$ cat config.mk
export PLATFORM = sky130hd
export DESIGN_NAME = road_top
export DESIGN_NICKNAME = d
export VERILOG_FILES = /design/src/source/road_pkg.sv /design/src/source/move_tick.sv /design/src/source/car_bank.sv /design/src/source/frog_ctrl.sv /design/src/source/game_judge.sv /design/src/source/axil_regs.sv /design/src/source/road_top.sv
export SDC_FILE = /design/constraint.sdc
export NUM_CORES = 1
export LEC_CHECK = 0
export BUFFER_PORTS_ARGS = -buffer_cell sky130_fd_sc_hd__buf_2
export CAP_MARGIN = 20
export CORE_AREA = 2 2 142 144
export DETAILED_ROUTE_END_ITERATION = 7
export DIE_AREA = 0 0 144 146
export PLACE_DENSITY = 0.79
export SLEW_MARGIN = 0
export SYNTH_ARGS = -nofsm -noshare
export SYNTH_HDL_FRONTEND = slang
export SYNTH_SLANG_ARGS = --single-unit
$ cat constraint.sdc
create_clock -name i_Clk -period 4 [get_ports i_Clk]
set_input_delay 1.2 -clock i_Clk [delete_from_list [all_inputs] [get_ports i_Clk]]
set_output_delay 1.2 -clock i_Clk [all_outputs]
set_load 0.01 [all_outputs]
$ cat src/source/road_pkg.sv
//**********************************************************
// Shared game constants, AXI4-Lite register map,
// coordinate and state types, bus and config structs
//**********************************************************
`default_nettype none

package road_pkg;

    // Grid geometry and start cell
    localparam int NUM_CARS     = 4;
    localparam int GRID_W       = 40;        // Valid X is 0..GRID_W-1
    localparam int GRID_H       = 16;        // Rows
    localparam int GOAL_ROW     = 0;         // Frog target row
    localparam int FROG_START_X = 20;
    localparam int FROG_START_Y = 15;
    localparam int PERIOD_RESET = 1000;      // Tick period after reset

    // Field widths
    localparam int COORD_W     = 6;
    localparam int SPEED_W     = 2;
    localparam int PERIOD_W    = 24;
    localparam int CAR_VEC_W   = NUM_CARS * COORD_W;  // Packed positions, car 0 lowest
    localparam int SPD_VEC_W   = NUM_CARS * SPEED_W;
    localparam int AXI_ADDR_W  = 8;
    localparam int AXI_DATA_W  = 32;

    // Register byte offsets
    localparam logic [AXI_ADDR_W-1:0] REG_CTRL   = 8'h00;  // Bit 0 starts the game
    localparam logic [AXI_ADDR_W-1:0] REG_PERIOD = 8'h04;
    localparam logic [AXI_ADDR_W-1:0] REG_SPEED  = 8'h08;
    localparam logic [AXI_ADDR_W-1:0] REG_INIT_X = 8'h0C;
    localparam logic [AXI_ADDR_W-1:0] REG_INIT_Y = 8'h10;
    localparam logic [AXI_ADDR_W-1:0] REG_STATUS = 8'h14;
    localparam logic [AXI_ADDR_W-1:0] REG_CAR_X  = 8'h18;
    localparam logic [AXI_ADDR_W-1:0] REG_CAR_Y  = 8'h1C;
    localparam logic [1:0]            RESP_OKAY  = 2'b00;

    typedef logic [COORD_W-1:0]  coord_t;   // Grid cell index
    typedef logic [SPEED_W-1:0]  speed_t;   // Cells per tick
    typedef logic [PERIOD_W-1:0] period_t;  // Tick period in clocks

    typedef enum logic [1:0] {
        ST_IDLE = 2'd0,
        ST_PLAY = 2'd1,
        ST_HIT  = 2'd2,
        ST_WIN  = 2'd3
    } game_state_t;

    typedef struct packed {
        logic [CAR_VEC_W-1:0] car_x;
        logic [CAR_VEC_W-1:0] car_y;
    } car_pos_t;

    typedef struct packed {
        logic [SPD_VEC_W-1:0] speed;
        logic [CAR_VEC_W-1:0] init_x;
        logic [CAR_VEC_W-1:0] init_y;
    } car_cfg_t;

    typedef struct packed {
        logic                  awvalid;
        logic [AXI_ADDR_W-1:0] awaddr;
        logic                  wvalid;
        logic [AXI_DATA_W-1:0] wdata;
        logic                  bready;
        logic                  arvalid;
        logic [AXI_ADDR_W-1:0] araddr;
        logic                  rready;
    } axil_req_t;

    typedef struct packed {
        logic                  awready;
        logic                  wready;
        logic                  bvalid;
        logic [1:0]            bresp;
        logic                  arready;
        logic                  rvalid;
        logic [AXI_DATA_W-1:0] rdata;
        logic [1:0]            rresp;
    } axil_rsp_t;

    typedef struct packed {
        logic up;
        logic down;
        logic left;
        logic right;
    } btn_t;

endpackage

`default_nettype wire

$ cat src/source/move_tick.sv
//**********************************************************
// Programmable slowdown counter, movement tick
//**********************************************************
`default_nettype none

module move_tick import road_pkg::*; (
    input  wire logic        i_Clk,
    input  wire logic        i_arst_n,
    input  wire game_state_t i_state,    // Counting only in ST_PLAY
    input  wire period_t     i_period,   // Tick threshold
    output logic             o_tick      // One cycle every period+1 clocks
);

    period_t r_count;   // Slowdown counter
    logic    w_play;

    assign w_play = (i_state == ST_PLAY);

    // Tick on the terminal count, so it never fires outside play
    assign o_tick = w_play && (r_count >= i_period);

    always_ff @(posedge i_Clk or negedge i_arst_n) begin
        if (!i_arst_n) begin
            r_count <= '0;
        end else if (!w_play) begin
            r_count <= '0;                  // Held clear while idle or game over
        end else if (o_tick) begin
            r_count <= '0;                  // Restart after each tick
        end else begin
            r_count <= r_count + 1'b1;
        end
    end

endmodule

`default_nettype wire

$ cat src/source/car_bank.sv
//**********************************************************
// Car position registers with start load,
// per-car speed advance and right-edge wrap
//**********************************************************
`default_nettype none

module car_bank import road_pkg::*; (
    input  wire logic     i_Clk,
    input  wire logic     i_arst_n,
    input  wire logic     i_start,    // Load start positions
    input  wire logic     i_tick,     // Advance all cars
    input  wire car_cfg_t i_cfg,      // Speeds and start cells
    output car_pos_t      o_cars      // Packed X and Y, car 0 lowest
);

    coord_t             r_car_x [NUM_CARS];   // Current column per car
    coord_t             r_car_y [NUM_CARS];   // Lane, fixed after load
    coord_t             w_next_x [NUM_CARS];  // Advanced column
    logic [COORD_W:0]   w_sum [NUM_CARS];     // One extra bit so the sum can't overflow
    speed_t             w_speed [NUM_CARS];

    // Next X for every car in parallel
    always_comb begin
        for (int i = 0; i < NUM_CARS; i++) begin
            w_speed[i] = i_cfg.speed[i*SPEED_W +: SPEED_W];
            w_sum[i]   = {1'b0, r_car_x[i]} + {{(COORD_W-SPEED_W+1){1'b0}}, w_speed[i]};
            if (w_sum[i] < GRID_W) begin
                w_next_x[i] = w_sum[i][COORD_W-1:0];
            end else begin
                w_next_x[i] = '0;                    // Wrap back to column 0
            end
        end
    end

    always_ff @(posedge i_Clk or negedge i_arst_n) begin
        if (!i_arst_n) begin
            for (int i = 0; i < NUM_CARS; i++) begin
                r_car_x[i] <= '0;
                r_car_y[i] <= '0;
            end
        end else if (i_start) begin
            // Start wins over a coincident tick
            for (int i = 0; i < NUM_CARS; i++) begin
                r_car_x[i] <= i_cfg.init_x[i*COORD_W +: COORD_W];
                r_car_y[i] <= i_cfg.init_y[i*COORD_W +: COORD_W];
            end
        end else if (i_tick) begin
            for (int i = 0; i < NUM_CARS; i++) begin
                r_car_x[i] <= w_next_x[i];           // Y stays in its lane
            end
        end
    end

    // Flatten the arrays onto the position bus
    always_comb begin
        o_cars = '0;
        for (int i = 0; i < NUM_CARS; i++) begin
            o_cars.car_x[i*COORD_W +: COORD_W] = r_car_x[i];
            o_cars.car_y[i*COORD_W +: COORD_W] = r_car_y[i];
        end
    end

endmodule

`default_nettype wire

$ cat src/source/frog_ctrl.sv
//**********************************************************
// Frog cell register, button moves clamped to the grid
//**********************************************************
`default_nettype none

module frog_ctrl import road_pkg::*; (
    input  wire logic        i_Clk,
    input  wire logic        i_arst_n,
    input  wire logic        i_start,     // Back to the start cell
    input  wire game_state_t i_state,     // Moves only while playing
    input  wire btn_t        i_btn,       // Clean single-cycle pulses
    output coord_t           o_frog_x,
    output coord_t           o_frog_y
);

    coord_t r_x;
    coord_t r_y;
    logic   w_play;

    assign w_play = (i_state == ST_PLAY);

    // Highest-priority button picks the move, an off-grid move is dropped
    always_ff @(posedge i_Clk or negedge i_arst_n) begin
        if (!i_arst_n) begin
            r_x <= coord_t'(FROG_START_X);
            r_y <= coord_t'(FROG_START_Y);
        end else if (i_start) begin
            r_x <= coord_t'(FROG_START_X);
            r_y <= coord_t'(FROG_START_Y);
        end else if (w_play) begin
            if (i_btn.up) begin
                if (r_y != '0) begin
                    r_y <= r_y - 1'b1;              // Toward the goal row
                end
            end else if (i_btn.down) begin
                if (r_y < GRID_H - 1) begin
                    r_y <= r_y + 1'b1;
                end
            end else if (i_btn.left) begin
                if (r_x != '0) begin
                    r_x <= r_x - 1'b1;
                end
            end else if (i_btn.right) begin
                if (r_x < GRID_W - 1) begin
                    r_x <= r_x + 1'b1;              // Right edge is GRID_W-1
                end
            end
        end
    end

    assign o_frog_x = r_x;
    assign o_frog_y = r_y;

endmodule

`default_nettype wire

$ cat src/source/game_judge.sv
//**********************************************************
// Game-state FSM with collision and goal detection
//**********************************************************
`default_nettype none

module game_judge import road_pkg::*; (
    input  wire logic     i_Clk,
    input  wire logic     i_arst_n,
    input  wire logic     i_start,    // Any state to ST_PLAY
    input  wire car_pos_t i_cars,
    input  wire coord_t   i_frog_x,
    input  wire coord_t   i_frog_y,
    output game_state_t   o_state
);

    game_state_t r_state;
    game_state_t w_next;
    logic        w_hit;     // Frog shares a cell with some car
    logic        w_goal;    // Frog on the goal row

    // Compare frog cell against every car at once
    always_comb begin
        w_hit = 1'b0;
        for (int i = 0; i < NUM_CARS; i++) begin
            if ((i_cars.car_x[i*COORD_W +: COORD_W] == i_frog_x) &&
                (i_cars.car_y[i*COORD_W +: COORD_W] == i_frog_y)) begin
                w_hit = 1'b1;
            end
        end
    end

    assign w_goal = (i_frog_y == coord_t'(GOAL_ROW));

    always_comb begin
        w_next = r_state;
        if (i_start) begin
            w_next = ST_PLAY;
        end else if (r_state == ST_PLAY) begin
            if (w_hit) begin
                w_next = ST_HIT;             // Hit beats goal
            end else if (w_goal) begin
                w_next = ST_WIN;
            end
        end
        // ST_IDLE, ST_HIT and ST_WIN wait for start
    end

    always_ff @(posedge i_Clk or negedge i_arst_n) begin
        if (!i_arst_n) begin
            r_state <= ST_IDLE;
        end else begin
            r_state <= w_next;
        end
    end

    assign o_state = r_state;

endmodule

`default_nettype wire

$ cat src/source/axil_regs.sv
//**********************************************************
// AXI4-Lite slave, game config registers,
// start pulse and status and position readback
//**********************************************************
`default_nettype none

module axil_regs import road_pkg::*; (
    input  wire logic        i_Clk,
    input  wire logic        i_arst_n,
    input  wire axil_req_t   i_axil,
    output axil_rsp_t        o_axil,
    output car_cfg_t         o_cfg,       // Speeds and start cells
    output period_t          o_period,    // Tick period
    output logic             o_start,     // Pulse after a CTRL write with bit 0
    input  wire car_pos_t    i_cars,
    input  wire coord_t      i_frog_x,
    input  wire coord_t      i_frog_y,
    input  wire game_state_t i_state
);

    period_t                r_period;
    logic [SPD_VEC_W-1:0]   r_speed;
    logic [CAR_VEC_W-1:0]   r_init_x;
    logic [CAR_VEC_W-1:0]   r_init_y;
    logic                   r_start;
    logic                   r_bvalid;
    logic                   r_rvalid;
    logic [AXI_DATA_W-1:0]  r_rdata;
    logic [AXI_DATA_W-1:0]  w_rd_mux;   // Readback selected by araddr
    logic                   w_wr_en;    // AW and W taken together
    logic                   w_rd_en;

    // Pending B or R response blocks the next transfer
    assign w_wr_en = i_axil.awvalid && i_axil.wvalid && !r_bvalid;
    assign w_rd_en = i_axil.arvalid && !r_rvalid;

    // Write channel and config registers
    always_ff @(posedge i_Clk or negedge i_arst_n) begin
        if (!i_arst_n) begin
            r_period <= period_t'(PERIOD_RESET);
            r_speed  <= '0;
            r_init_x <= '0;
            r_init_y <= '0;
            r_start  <= 1'b0;
            r_bvalid <= 1'b0;
        end else begin
            r_start <= 1'b0;                               // Single-cycle pulse
            if (w_wr_en) begin
                r_bvalid <= 1'b1;
                case (i_axil.awaddr)
                    REG_CTRL:   r_start  <= i_axil.wdata[0];
                    REG_PERIOD: r_period <= i_axil.wdata[PERIOD_W-1:0];
                    REG_SPEED:  r_speed  <= i_axil.wdata[SPD_VEC_W-1:0];
                    REG_INIT_X: r_init_x <= i_axil.wdata[CAR_VEC_W-1:0];
                    REG_INIT_Y: r_init_y <= i_axil.wdata[CAR_VEC_W-1:0];
                    default: ;                             // Read-only or unmapped
                endcase
            end else if (r_bvalid && i_axil.bready) begin
                r_bvalid <= 1'b0;
            end
        end
    end

    // Readback mux
    always_comb begin
        w_rd_mux = '0;                                     // Unmapped reads as zero
        case (i_axil.araddr)
            REG_PERIOD: w_rd_mux[PERIOD_W-1:0]  = r_period;
            REG_SPEED:  w_rd_mux[SPD_VEC_W-1:0] = r_speed;
            REG_INIT_X: w_rd_mux[CAR_VEC_W-1:0] = r_init_x;
            REG_INIT_Y: w_rd_mux[CAR_VEC_W-1:0] = r_init_y;
            REG_STATUS: begin
                w_rd_mux[1:0]   = i_state;
                w_rd_mux[13:8]  = i_frog_x;
                w_rd_mux[21:16] = i_frog_y;
            end
            REG_CAR_X:  w_rd_mux[CAR_VEC_W-1:0] = i_cars.car_x;
            REG_CAR_Y:  w_rd_mux[CAR_VEC_W-1:0] = i_cars.car_y;
            default: ;
        endcase
    end

    // Read response valid
    always_ff @(posedge i_Clk or negedge i_arst_n) begin
        if (!i_arst_n) begin
            r_rvalid <= 1'b0;
        end else if (w_rd_en) begin
            r_rvalid <= 1'b1;
        end else if (r_rvalid && i_axil.rready) begin
            r_rvalid <= 1'b0;
        end
    end

    // Read data captured on acceptance, held until rready
    always_ff @(posedge i_Clk) begin
        if (w_rd_en) begin
            r_rdata <= w_rd_mux;
        end
    end

    always_comb begin
        o_axil         = '0;
        o_axil.awready = w_wr_en;
        o_axil.wready  = w_wr_en;
        o_axil.bvalid  = r_bvalid;
        o_axil.bresp   = RESP_OKAY;
        o_axil.arready = w_rd_en;
        o_axil.rvalid  = r_rvalid;
        o_axil.rdata   = r_rdata;
        o_axil.rresp   = RESP_OKAY;
    end

    assign o_cfg.speed  = r_speed;
    assign o_cfg.init_x = r_init_x;
    assign o_cfg.init_y = r_init_y;
    assign o_period     = r_period;
    assign o_start      = r_start;

endmodule

`default_nettype wire

$ cat src/source/road_top.sv
//**********************************************************
// Game core top, register block, tick, cars, frog, judge
//**********************************************************
`default_nettype none

module road_top import road_pkg::*; (
    input  wire logic      i_Clk,
    input  wire logic      i_arst_n,
    input  wire axil_req_t i_axil,      // Host bus
    output axil_rsp_t      o_axil,
    input  wire btn_t      i_btn,       // Button pulses
    output car_pos_t       o_cars,      // To the display
    output coord_t         o_frog_x,
    output coord_t         o_frog_y,
    output game_state_t    o_state
);

    car_cfg_t    w_cfg;
    period_t     w_period;
    logic        w_start;
    logic        w_tick;

    axil_regs i_axil_regs (
        .i_Clk    (i_Clk),
        .i_arst_n (i_arst_n),
        .i_axil   (i_axil),
        .o_axil   (o_axil),
        .o_cfg    (w_cfg),
        .o_period (w_period),
        .o_start  (w_start),
        .i_cars   (o_cars),
        .i_frog_x (o_frog_x),
        .i_frog_y (o_frog_y),
        .i_state  (o_state)
    );

    move_tick i_move_tick (
        .i_Clk    (i_Clk),
        .i_arst_n (i_arst_n),
        .i_state  (o_state),
        .i_period (w_period),
        .o_tick   (w_tick)
    );

    car_bank i_car_bank (
        .i_Clk    (i_Clk),
        .i_arst_n (i_arst_n),
        .i_start  (w_start),
        .i_tick   (w_tick),
        .i_cfg    (w_cfg),
        .o_cars   (o_cars)
    );

    frog_ctrl i_frog_ctrl (
        .i_Clk    (i_Clk),
        .i_arst_n (i_arst_n),
        .i_start  (w_start),
        .i_state  (o_state),
        .i_btn    (i_btn),
        .o_frog_x (o_frog_x),
        .o_frog_y (o_frog_y)
    );

    game_judge i_game_judge (
        .i_Clk    (i_Clk),
        .i_arst_n (i_arst_n),
        .i_start  (w_start),
        .i_cars   (o_cars),
        .i_frog_x (o_frog_x),
        .i_frog_y (o_frog_y),
        .o_state  (o_state)
    );

endmodule

`default_nettype wire

==> impl_metrics.env, run 1 <==
export IMPL_clock_latency_ps=440
export IMPL_clockBufferDepth=2
export IMPL_antenna_found_initial=0
export IMPL_start_util_pct=57.1
export IMPL_synth_edf_count=24
export IMPL_finalWirelength_mm=30.7
export IMPL_hold_end="i_axil_regs.r_rvalid"
export IMPL_finClkSkew_ps=11.2
export IMPL_syn_instance_count=1025
export IMPL_ctsHoldBuffers=0
export IMPL_r2r_end="i_move_tick.r_count[14]"
export IMPL_p_per_area_mw_per_mm2=336
export IMPL_dp_hpwl_mm=21.3
export IMPL_grt_overflow=0
export IMPL_cts_resized=0
export IMPL_drc_errors=0
export IMPL_synth_compound_area_share_pct=11.7
export IMPL_placed_area_mm2=0.0119
export IMPL_crit_type="in -> reg"
export IMPL_path_cells="buf_2, or4_1, or3_4, nor2_8, nand3b_4, mux2_4"
export IMPL_grt_pass1_wl_mm=47.8
export IMPL_ys_ff_latch=193
export IMPL_crit_path_start_kind="input port"
export IMPL_dieHeight_um=146
export IMPL_ant_nets=0
export IMPL_drtIter0Drc=837
export IMPL_n_antenna_cell=0
export IMPL_cts_sinks=193
export IMPL_min_delay_path_depth=1
export IMPL_synth_mux_area_share_pct=12.4
export IMPL_dr_pass1_iters=7
export IMPL_r2r_slack_ps=1100
export IMPL_fin_crit_sh_pct=74.0
export IMPL_synth_fa_ha_area_share_pct=5.73
export IMPL_min_period_ps=2960
export IMPL_maxCapViolations=0
export IMPL_reg2reg_depth=8
export IMPL_worstHoldPathType="reg -> reg"
export IMPL_track_usage_pct=29.8
export IMPL_fillCellCount=1559
export IMPL_ys_types=71
export IMPL_slew_headroom_pct=43.4
export IMPL_cts_tree="yes"
export IMPL_grt_max_degree=71
export IMPL_rsz0062_at_grt="no"
export IMPL_ir_drop_uv=315
export IMPL_syn_to_final_growth_pct=12.6
export IMPL_avgSynthCellArea_um2=10.8
export IMPL_max_stage_delay_ps=500
export IMPL_cts_root_buf="clkbuf_16"
export IMPL_finalSetupViolations=0
export IMPL_drive_above_1_share_pct=28.1
export IMPL_timing_rr_start="i_axil_regs.o_period[9]"
export IMPL_die_area_mm2=0.0210
export IMPL_avgRoutedWirePerCell_um=21.7
export IMPL_whs_ps=510
export IMPL_worstMarginPinSlew_ps=849
export IMPL_cts_buffers=17
export IMPL_p_leak_nw=6.02
export IMPL_endpoint_kind="register"
export IMPL_clkTransAtPathRegs_ps=60
export IMPL_fin_setup_tns_ps=0
export IMPL_nets=1243
export IMPL_cp_data_required_time_ps=4320
export IMPL_layout_common_cells="156 x dfrtp_1, 140 x buf_2, 72 x xor2_1"
export IMPL_grt_pass1_vias=8621
export IMPL_synth_top_family_by_area="simple AND/OR/NAND/NOR gates"
export IMPL_hold_viol=0
export IMPL_yosysSeqAreaShare_pct=44.9
export IMPL_ys_warn_count=0
export IMPL_ioPinCount=162
export IMPL_drv_slew=0
export IMPL_rows=51
export IMPL_cpMaxStageDelayCell="or4_1"
export IMPL_clock_fmax_mhz=338
export IMPL_fin_area_mm2=0.0124
export IMPL_via_per_inst=6.18
export IMPL_dr_total_vias=8744
export IMPL_synthSimpleGateAreaFrac_pct=12.5
export IMPL_cts_setup_buffers=0
export IMPL_htree_levels=4
export IMPL_core_area_mm2=0.0193
export IMPL_gp_congestion=0.902
export IMPL_status="finished clean"
export IMPL_synth_area_mm2=0.0110
export IMPL_min_delay_start="i_axil_regs.r_rvalid"
export IMPL_path_max_fanout=24
export IMPL_async_flop_share_pct=87.6
export IMPL_die_x_um=144
export IMPL_io_buffers=141
export IMPL_critPathArrivalTime_ps=3280
export IMPL_final_common_cell="dfrtp_1"
export IMPL_synth_xor_area_share_pct=6.90
export IMPL_ys_flop_type="dfrtp_1"
where the power goes:
part	total (mW)	internal (mW)	switching (mW)
Sequential	2.16	2.05	0.109
Combinational	0.387	0.160	0.227
Clock	1.64	0.873	0.766
synthesized netlist by cell type, drive strengths merged, types with 20 or more instances:
library cell  instances  area [um^2]
a22oi                62          465
o21ai                26          134
nor4                 20          125
clkbuf               36          135
nand2                52          195
ha                   41          513
nand3                50          263
xor2                 72          631
buf                  43          293
dfrtp               157         3930
edfxtp               24          721
inv                  57          214
a21oi                27          135
mux2                104         1320
nor2                 76          317
layout make-up:
class                           instances  area (um^2)  area share (%)
Multi-Input combinational cell        707         5500            44.2
Sequential cell                       193         4970            39.9
Timing Repair Buffer                  161          875            7.03
Clock buffer                           22          485            3.90
Tap cell                              265          332            2.66
Inverter                               57          214            1.72
Clock inverter                         10         75.1           0.603
worst max path at each step:
stage	from	to	slack, ps	cells after the start
3_3_place_gp	i_axil[45]	i_axil_regs.o_period[13]	630	6
5_1_grt	i_axil_regs.o_period[9]	i_move_tick.r_count[15]	960	8
2_1_floorplan	i_axil[9]	o_axil[35]	180	2
6_report	i_axil[45]	i_axil_regs.o_period[20]	1040	6
3_5_place_dp	i_axil[45]	i_axil_regs.o_period[20]	590	6
4_1_cts	i_axil[45]	i_axil_regs.o_period[20]	1050	6
cell families (layout without fill, tap and decap cells):
group                      count (synthesis)  count (layout)
adders and majority gates                 47              47
other                                      1              12
AOI/OAI and AO/OA                        184             184
DFF                                      193             193
buffers and inverters                    136             250
and+or+nand+nor                          268             268
xor gates and xnor gates                  87              87
muxes                                    109             109
per-stage QoR:
stage	cells	setup slack, ps	util (%)	power, mW
finish	1415	1040	64.4	4.18
global route	1415	957	64.4	4.31
CTS	1415	1050	64.4	4.19
detailed placement	1383	590	61.5	2.58
global placement	1383	635	61.5	2.56
floorplan	1036	176	-	2.39
state kept, by name, indices dropped and copies added, names as in the netlist, 2 cells and up:
register and cells:
i_car_bank.o_cars 48, i_axil_regs.o_period 24, i_axil_regs.r_init_x 24, i_axil_regs.r_init_y 24, i_axil_regs.r_rdata 24, i_move_tick.r_count 24, i_axil_regs.r_speed 8, i_frog_ctrl.o_frog_x 6
i_frog_ctrl.o_frog_y 6, i_game_judge.o_state 2
worst max-delay path, delay by kind of cell:
kind | cells | cell delay [ps]
buffers and inverters | 1 | 100
muxes | 1 | 480
and+or+nand+nor | 4 | 1480
routing by layer:
layer  vias to the layer above  GRT usage (%)  share of wire, %
met5                         -              0                 0
met4                         0           13.7               4.4
met3                        96           5.26               8.8
met2                       437           47.3                47
met1                      4329           39.9                40
li1                       3882              -                 -
(Power assumes the default switching activity.)
==> run 2, diff against run 1 <==
--- a/config.mk
+++ b/config.mk
@@ -7,10 +7,10 @@
 export LEC_CHECK = 0
 export BUFFER_PORTS_ARGS = -buffer_cell sky130_fd_sc_hd__buf_2
 export CAP_MARGIN = 20
-export CORE_AREA = 2 2 142 144
+export CORE_AREA = 2 2 149 151
 export DETAILED_ROUTE_END_ITERATION = 7
-export DIE_AREA = 0 0 144 146
-export PLACE_DENSITY = 0.79
+export DIE_AREA = 0 0 151 153
+export PLACE_DENSITY = 0.76
 export SLEW_MARGIN = 0
 export SYNTH_ARGS = -nofsm -noshare
 export SYNTH_HDL_FRONTEND = slang
==> constraint.sdc (replaced) <==
create_clock -name i_Clk -period 2.63 [get_ports i_Clk]
set_input_delay 0.789 -clock i_Clk [delete_from_list [all_inputs] [get_ports i_Clk]]
set_output_delay 0.789 -clock i_Clk [all_outputs]
set_load 0.01 [all_outputs]
==> run 2 against run 1 <==
  * The flow now finishes with violations (negative setup slack)
  * Largest power group unchanged
  * Via count increased by 4.6%
  * Die area grew 9.9%
  * Clock skew increased by 1.1 ps
  * Power is 55% higher
==> impl_metrics.env, run 2 (same netlist as run 1, synthesis figures left out) <==
export IMPL_status="finished, violations left"
export IMPL_violations="negative setup slack"
export IMPL_setup_worst_path_end="i_car_bank.o_cars[37]"
export IMPL_antenna_found_initial=2
export IMPL_final_common_cell="dfrtp_1"
export IMPL_core_area_mm2=0.0215
export IMPL_ir_drop_uv=431
export IMPL_cts_sinks=193
export IMPL_finalWirelength_mm=33.0
export IMPL_rsz0062_at_grt="yes"
export IMPL_die_area_mm2=0.0231
export IMPL_maxCapViolations=0
export IMPL_worstHoldPathType="in -> async"
export IMPL_path_max_fanout=9
export IMPL_htree_levels=4
export IMPL_dieHeight_um=153
export IMPL_swShare_pct=27.3
export IMPL_finClkSkew_ps=12.4
export IMPL_grt_max_degree=50
export IMPL_drtIter0Drc=751
export IMPL_endpoint_kind="register"
export IMPL_p_leak_nw=6.48
export IMPL_clkTransAtPathRegs_ps=80
export IMPL_r2r_end="i_car_bank.o_cars[37]"
export IMPL_worstMarginPinSlew_ps=639
export IMPL_reg2reg_depth=11
export IMPL_grt_overflow=0
export IMPL_drv_slew=0
export IMPL_gp_congestion=0.942
export IMPL_largest_reg_flops=48
export IMPL_dr_pass1_iters=6
export IMPL_clock_fmax_mhz=376
export IMPL_fin_crit_sh_pct=101
export IMPL_path_buf_inv=3
export IMPL_critPathArrivalTime_ps=2980
export IMPL_syn_to_final_growth_pct=21.2
export IMPL_clock_latency_ps=440
export IMPL_track_usage_pct=28.7
export IMPL_cpLargestDelayFamily="compound AO/OA/AOI/OAI gates"
export IMPL_place_inst=1462
export IMPL_dp_hpwl_mm=23.2
export IMPL_r2r_slack_ps=-30
export IMPL_crit_cells=11
export IMPL_fin_cells=1504
export IMPL_ctsHoldBuffers=0
export IMPL_finalSetupViolations=6
export IMPL_ant_nets=0
export IMPL_cts_tree="yes"
export IMPL_slew_headroom_pct=57.4
export IMPL_io_buffers=141
export IMPL_p_switching_mw=1.77
export IMPL_seq_power_share_pct=50.1
export IMPL_cp_data_required_time_ps=2950
export IMPL_nets=1316
export IMPL_drive_above_1_share_pct=34.8
export IMPL_cts_buffers=17
export IMPL_ioPinCount=162
export IMPL_grt_pass1_wl_mm=50.4
export IMPL_avgRoutedWirePerCell_um=22.0
export IMPL_drc_errors=0
export IMPL_clkPwrFrac_pct=39.1
export IMPL_die_x_um=151
export IMPL_p_int_mw=4.71
export IMPL_whs_ps=294
export IMPL_cpMaxStageDelayCell="dfrtp_1"
export IMPL_start_util_pct=51.4
export IMPL_rows=54
export IMPL_comb_power_share_pct=10.8
export IMPL_crit_path_start_kind="register"
export IMPL_grt_pass1_vias=9178
export IMPL_clockBufferDepth=2
export IMPL_crit_type="reg -> reg"
export IMPL_via_per_inst=6.08
export IMPL_p_total_mw=6.48
export IMPL_p_per_area_mw_per_mm2=484
export IMPL_cts_root_buf="clkbuf_16"
export IMPL_max_stage_delay_ps=380
export IMPL_hold_viol=0
export IMPL_path_cells="inv_1, ha_1, nand4_1, buf_4, nor2_1, a221oi_1, o21ai_2, o21ai_4, buf_4, nor4b_1, a221o_1"
export IMPL_final_core_util_pct=62.3
export IMPL_setup_worst_path_start="i_axil_regs.o_period[21]"
export IMPL_dr_total_vias=9142
export IMPL_worst_slack_ps=-26.4
export IMPL_timing_rr_start="i_axil_regs.o_period[21]"
export IMPL_layout_common_cells="156 x dfrtp_1, 141 x buf_2, 72 x xor2_1, 72 x buf_4, 63 x mux2_2"
export IMPL_cp_common_cell="buf_4"
export IMPL_min_period_ps=2660
-- run 2: cell count changes in the layout (fill, tap and decap cells not counted), sizes merged --
cell,delta
buf,+72
clkbuf,-2
clkinv,+2
diode,+1
inv,+1
-- run 2: metrics by stage --
step	setup WS, ps	instance area, um^2	TNS [ps]
6_report	-26.4	13400	-85.4
5_1_grt	-85.6	13400	-1790
4_1_cts	-7.65	13100	-7.65
3_5_place_dp	-124	12500	-4570
3_3_place_gp	-131	12500	-2510
2_1_floorplan	93.1	11100	0
-- run 2: layer usage --
layer | global-route usage, % | wire length [um]
met1 | 39.0 | 13400
met2 | 44.6 | 15500
met3 | 5.22 | 2690
met4 | 13.6 | 1430
met5 | 0 | 13
-- run 2: worst min path at each step --
stage                              endpoint              startpoint  slack, ps
floorplan            i_move_tick.r_count[0]  i_move_tick.r_count[0]        470
global placement       i_axil_regs.r_rvalid    i_axil_regs.r_rvalid        490
detailed placement     i_axil_regs.r_rvalid    i_axil_regs.r_rvalid        510
CTS                 i_move_tick.r_count[14]                i_arst_n        310
global route        i_move_tick.r_count[12]                i_arst_n        330
finish              i_move_tick.r_count[14]                i_arst_n        290
-- run 2: repair_timing --
item                       CTS  global route
setup endpoints to repair    9            44
cloned                       0             3
resized for setup            6            33
pin swaps                    3            10
buffers inserted             0             6
-- run 2: cell type report --
class | instances | area (um^2)
clock buffers | 19 | 453
inverters | 57 | 214
clock inverters | 13 | 125
fillers | 1701 | 8100
multi-input cells | 707 | 5660
diodes | 1 | 2.50
flip-flops and latches | 193 | 4970
well taps | 280 | 350
repair buffers | 234 | 1610
-- run 2: worst reg2reg max path, cell delays in order (launching register included) --
cell	delay, ps
dfrtp_1	380
inv_1	110
ha_1	360
nand4_1	170
buf_4	150
nor2_1	40
a221oi_1	340
o21ai_2	170
o21ai_4	260
buf_4	220
nor4b_1	70
a221o_1	260
-- run 2: power groups by stage --
stage               Combinational [mW]  Sequential [mW]  Clock (mW)
global placement                 0.647             3.29           0
floorplan                        0.396             3.24           0
CTS                              0.681             3.24        2.55
detailed placement               0.669             3.30           0
finish                           0.701             3.25        2.53
global route                     0.769             3.25        2.68
==> run 3, diff against run 2 <==
--- a/config.mk
+++ b/config.mk
@@ -5,12 +5,14 @@
 export SDC_FILE = /design/constraint.sdc
 export NUM_CORES = 1
 export LEC_CHECK = 0
+export ABC_AREA = 1
 export BUFFER_PORTS_ARGS = -buffer_cell sky130_fd_sc_hd__buf_2
 export CAP_MARGIN = 20
-export CORE_AREA = 2 2 149 151
+export CORE_AREA = 2 2 151 153
 export DETAILED_ROUTE_END_ITERATION = 7
-export DIE_AREA = 0 0 151 153
-export PLACE_DENSITY = 0.76
+export DIE_AREA = 0 0 153 155
+export MAX_ROUTING_LAYER = met4
+export PLACE_DENSITY = 0.77
 export SLEW_MARGIN = 0
 export SYNTH_ARGS = -nofsm -noshare
 export SYNTH_HDL_FRONTEND = slang
==> run 3 against run 2 <==
  * The run now ends clean
  * Final area fell by 2.2%
  * Critical path type unchanged
  * Largest cell class unchanged
  * Clock power rose by 3%
  * Sequential cell count did not move
  * Non-clock buffer count fell by 56
  * Worst setup slack improved by 350 ps
  * First-iteration DRC count rose by 67%
  * Clock skew fell by 1.8 ps
  * Global-route usage rose by 2.9 points
==> impl_metrics.env, run 3 <==
export IMPL_crit_path_start_kind="register"
export IMPL_htree_levels=4
export IMPL_path_cells="ha_1, inv_1, fa_1, nor2_1, nand2_1, nand2_1, nand2_1, nand2_1, nand2_1, nand3_1, o21ai_0, nand3_1, nand2_1"
export IMPL_antenna_found_initial=0
export IMPL_p_per_area_mw_per_mm2=506
export IMPL_cts_setup_buffers=0
export IMPL_dr_total_vias=10800
export IMPL_clkPwrFrac_pct=39.4
export IMPL_cpLargestDelayFamily="simple AND/OR/NAND/NOR gates"
export IMPL_ioPinCount=162
export IMPL_path_buf_inv=1
export IMPL_fin_crit_sh_pct=87.8
export IMPL_regArea_mm2=0.00497
export IMPL_synth_commonest_cells="467 x nand2_1, 165 x inv_1, 157 x dfrtp_1"
export IMPL_gp_congestion=1.01
export IMPL_critPathArrivalTime_ps=2650
export IMPL_largest_reg_flops=48
export IMPL_dieHeight_um=155
export IMPL_worstHoldPathType="in -> async"
export IMPL_clock_latency_ps=450
export IMPL_grt_use_met1_pct=42.6
export IMPL_synth_area_mm2=0.0115
export IMPL_comb_power_share_pct=12.2
export IMPL_nets=1745
export IMPL_final_common_cell="nand2_1"
export IMPL_fin_setup_tns_ps=0
export IMPL_cp_common_cell="nand2_1"
export IMPL_slew_headroom_pct=44.1
export IMPL_max_stage_delay_ps=530
export IMPL_timing_rr_start="i_car_bank.o_cars[30]"
export IMPL_dr_pass1_iters=6
export IMPL_layout_common_cells="467 x nand2_1, 165 x inv_1, 156 x dfrtp_1"
export IMPL_async_flop_share_pct=87.6
export IMPL_netlist_area_leader_share_pct=34.1
export IMPL_clock_fmax_mhz=433
export IMPL_rows=55
export IMPL_final_core_util_pct=58.9
export IMPL_cpMaxStageDelayCell="dfrtp_1"
export IMPL_ant_nets=0
export IMPL_clockBufferDepth=2
export IMPL_ys_types=54
export IMPL_path_max_fanout=6
export IMPL_synth_edf_count=24
export IMPL_drive_above_1_share_pct=15.6
export IMPL_p_switching_mw=1.91
export IMPL_core_area_mm2=0.0222
export IMPL_grt_pass1_vias=10200
export IMPL_synth_top_area_cell="dfrtp_1"
export IMPL_multi_input_area_mm2=0.00552
export IMPL_grt_pass1_wl_mm=56.4
export IMPL_endpoint_kind="register"
export IMPL_status="finished clean"
export IMPL_drv_slew=0
export IMPL_cts_tree="yes"
export IMPL_via_per_inst=5.58
export IMPL_p_total_mw=6.63
export IMPL_dp_hpwl_mm=26.7
export IMPL_setup_worst_path_start="i_car_bank.o_cars[30]"
export IMPL_yosysSeqAreaShare_pct=43.1
export IMPL_io_buffers=141
export IMPL_drtIter0Drc=1257
export IMPL_grt_overflow=0
export IMPL_swShare_pct=28.8
export IMPL_cts_resized=0
export IMPL_die_area_mm2=0.0237
export IMPL_n_antenna_cell=0
export IMPL_worstMarginPinSlew_ps=839
export IMPL_p_leak_nw=6.44
export IMPL_fillCellCount=2072
export IMPL_ys_flop_type="dfrtp_1"
export IMPL_ir_drop_uv=396
export IMPL_track_usage_pct=31.6
export IMPL_synthTopCellsByArea="dfrtp_1 34%, nand2_1 15%, edfxtp_1 6.3%, o21ai_0 5.6%, inv_1 5.4%"
export IMPL_finalWirelength_mm=35.8
export IMPL_ctsHoldBuffers=0
export IMPL_seq_power_share_pct=48.4
export IMPL_ys_warn_count=0
export IMPL_cts_buffers=17
export IMPL_finClkSkew_ps=10.6
export IMPL_avgSynthCellArea_um2=7.67
export IMPL_grtUsageMet3_pct=5.49
export IMPL_grt_busiest_layer="met2"
export IMPL_hold_viol=0
export IMPL_cts_sinks=193
export IMPL_synth_most_common_cell="nand2_1"
export IMPL_grt_util_met2_pct=49.3
export IMPL_finalSetupViolations=0
export IMPL_cp_data_required_time_ps=2970
export IMPL_drc_errors=0
export IMPL_p_int_mw=4.72
export IMPL_syn_to_final_growth_pct=13.6
export IMPL_die_x_um=153
export IMPL_ys_ff_latch=193
export IMPL_syn_instance_count=1503
export IMPL_clkTransAtPathRegs_ps=80
export IMPL_cts_root_buf="clkbuf_16"
export IMPL_min_period_ps=2310
export IMPL_maxCapViolations=0
export IMPL_start_util_pct=51.9
export IMPL_crit_type="reg -> reg"
export IMPL_grt_max_degree=84
export IMPL_r2r_slack_ps=320
export IMPL_rsz0062_at_grt="no"
export IMPL_avgRoutedWirePerCell_um=18.5
==> run 3: cell type report <==
| class | count | area share, % |
|---|---|---|
| Clock buffer | 18 | 3.28 |
| Clock inverter | 14 | 1.15 |
| Inverter | 171 | 4.91 |
| Multi-Input combinational cell | 1078 | 42.2 |
| Sequential cell | 193 | 37.9 |
| Tap cell | 285 | 2.72 |
| Timing Repair Buffer | 178 | 7.85 |
==> run 3: worst paths after layout <==
| path | end | cells after the start |
|---|---|---|
| setup / recovery | i_car_bank.o_cars[34] | 13 |
| setup reg to reg | i_car_bank.o_cars[34] | 13 |
| max in group asynchronous | i_frog_ctrl.o_frog_x[4] | 2 |
| hold / removal | i_car_bank.o_cars[45] | 1 |
| min in group i_Clk | i_axil_regs.r_init_x[20] | 2 |
| hold reg to reg | i_axil_regs.r_init_x[20] | 2 |
==> run 3: kinds of logic (layout without fill, tap and decap cells) <==
kind of cell | count (synthesis) | count (layout) | share of synthesized area (%)
AOI/OAI and AO/OA | 224 | 224 | 10.8
xor gates and xnor gates | 44 | 44 | 3.34
adders and majority gates | 47 | 47 | 5.49
buffers and inverters | 243 | 381 | 9.40
DFF | 193 | 193 | 43.1
other | 1 | 12 | 0.0325
and+or+nand+nor | 751 | 751 | 27.8
==> run 3: routing by layer <==
| layer | up-vias | wire length (um) |
|---|---|---|
| li1 | 5081 | - |
| met1 | 5079 | 15100 |
| met2 | 572 | 16500 |
| met3 | 86 | 3200 |
| met4 | 0 | 1030 |
| met5 | - | 0 |
==> run 3: power by group through the flow <==
stage	logic [mW]	clock network, mW	registers [mW]
5_1_grt	0.887	2.76	3.22
4_1_cts	0.799	2.64	3.21
3_3_place_gp	0.770	0	3.26
2_1_floorplan	0.466	0	3.24
6_report	0.806	2.61	3.21
3_5_place_dp	0.794	0	3.26
==> run 3: worst reg2reg max path, cell delays in order (launching register included) <==
cell     delay [ps]
dfrtp_1         530
ha_1            240
inv_1            60
fa_1            400
nor2_1          240
nand2_1          80
nand2_1          60
nand2_1          70
nand2_1          90
nand2_1         130
nand3_1         110
o21ai_0          80
nand3_1          70
nand2_1          50
==> run 3: per-stage QoR <==
step                std cells  setup slack (ps)  hold slack, ps  area (um^2)
floorplan                1514               270             453        11600
global placement         1905               289             467        12500
detailed placement       1905               271             473        12500
CTS                      1937               342             287        13100
global route             1937              55.3             280        13100
finish                   1937               320             264        13100
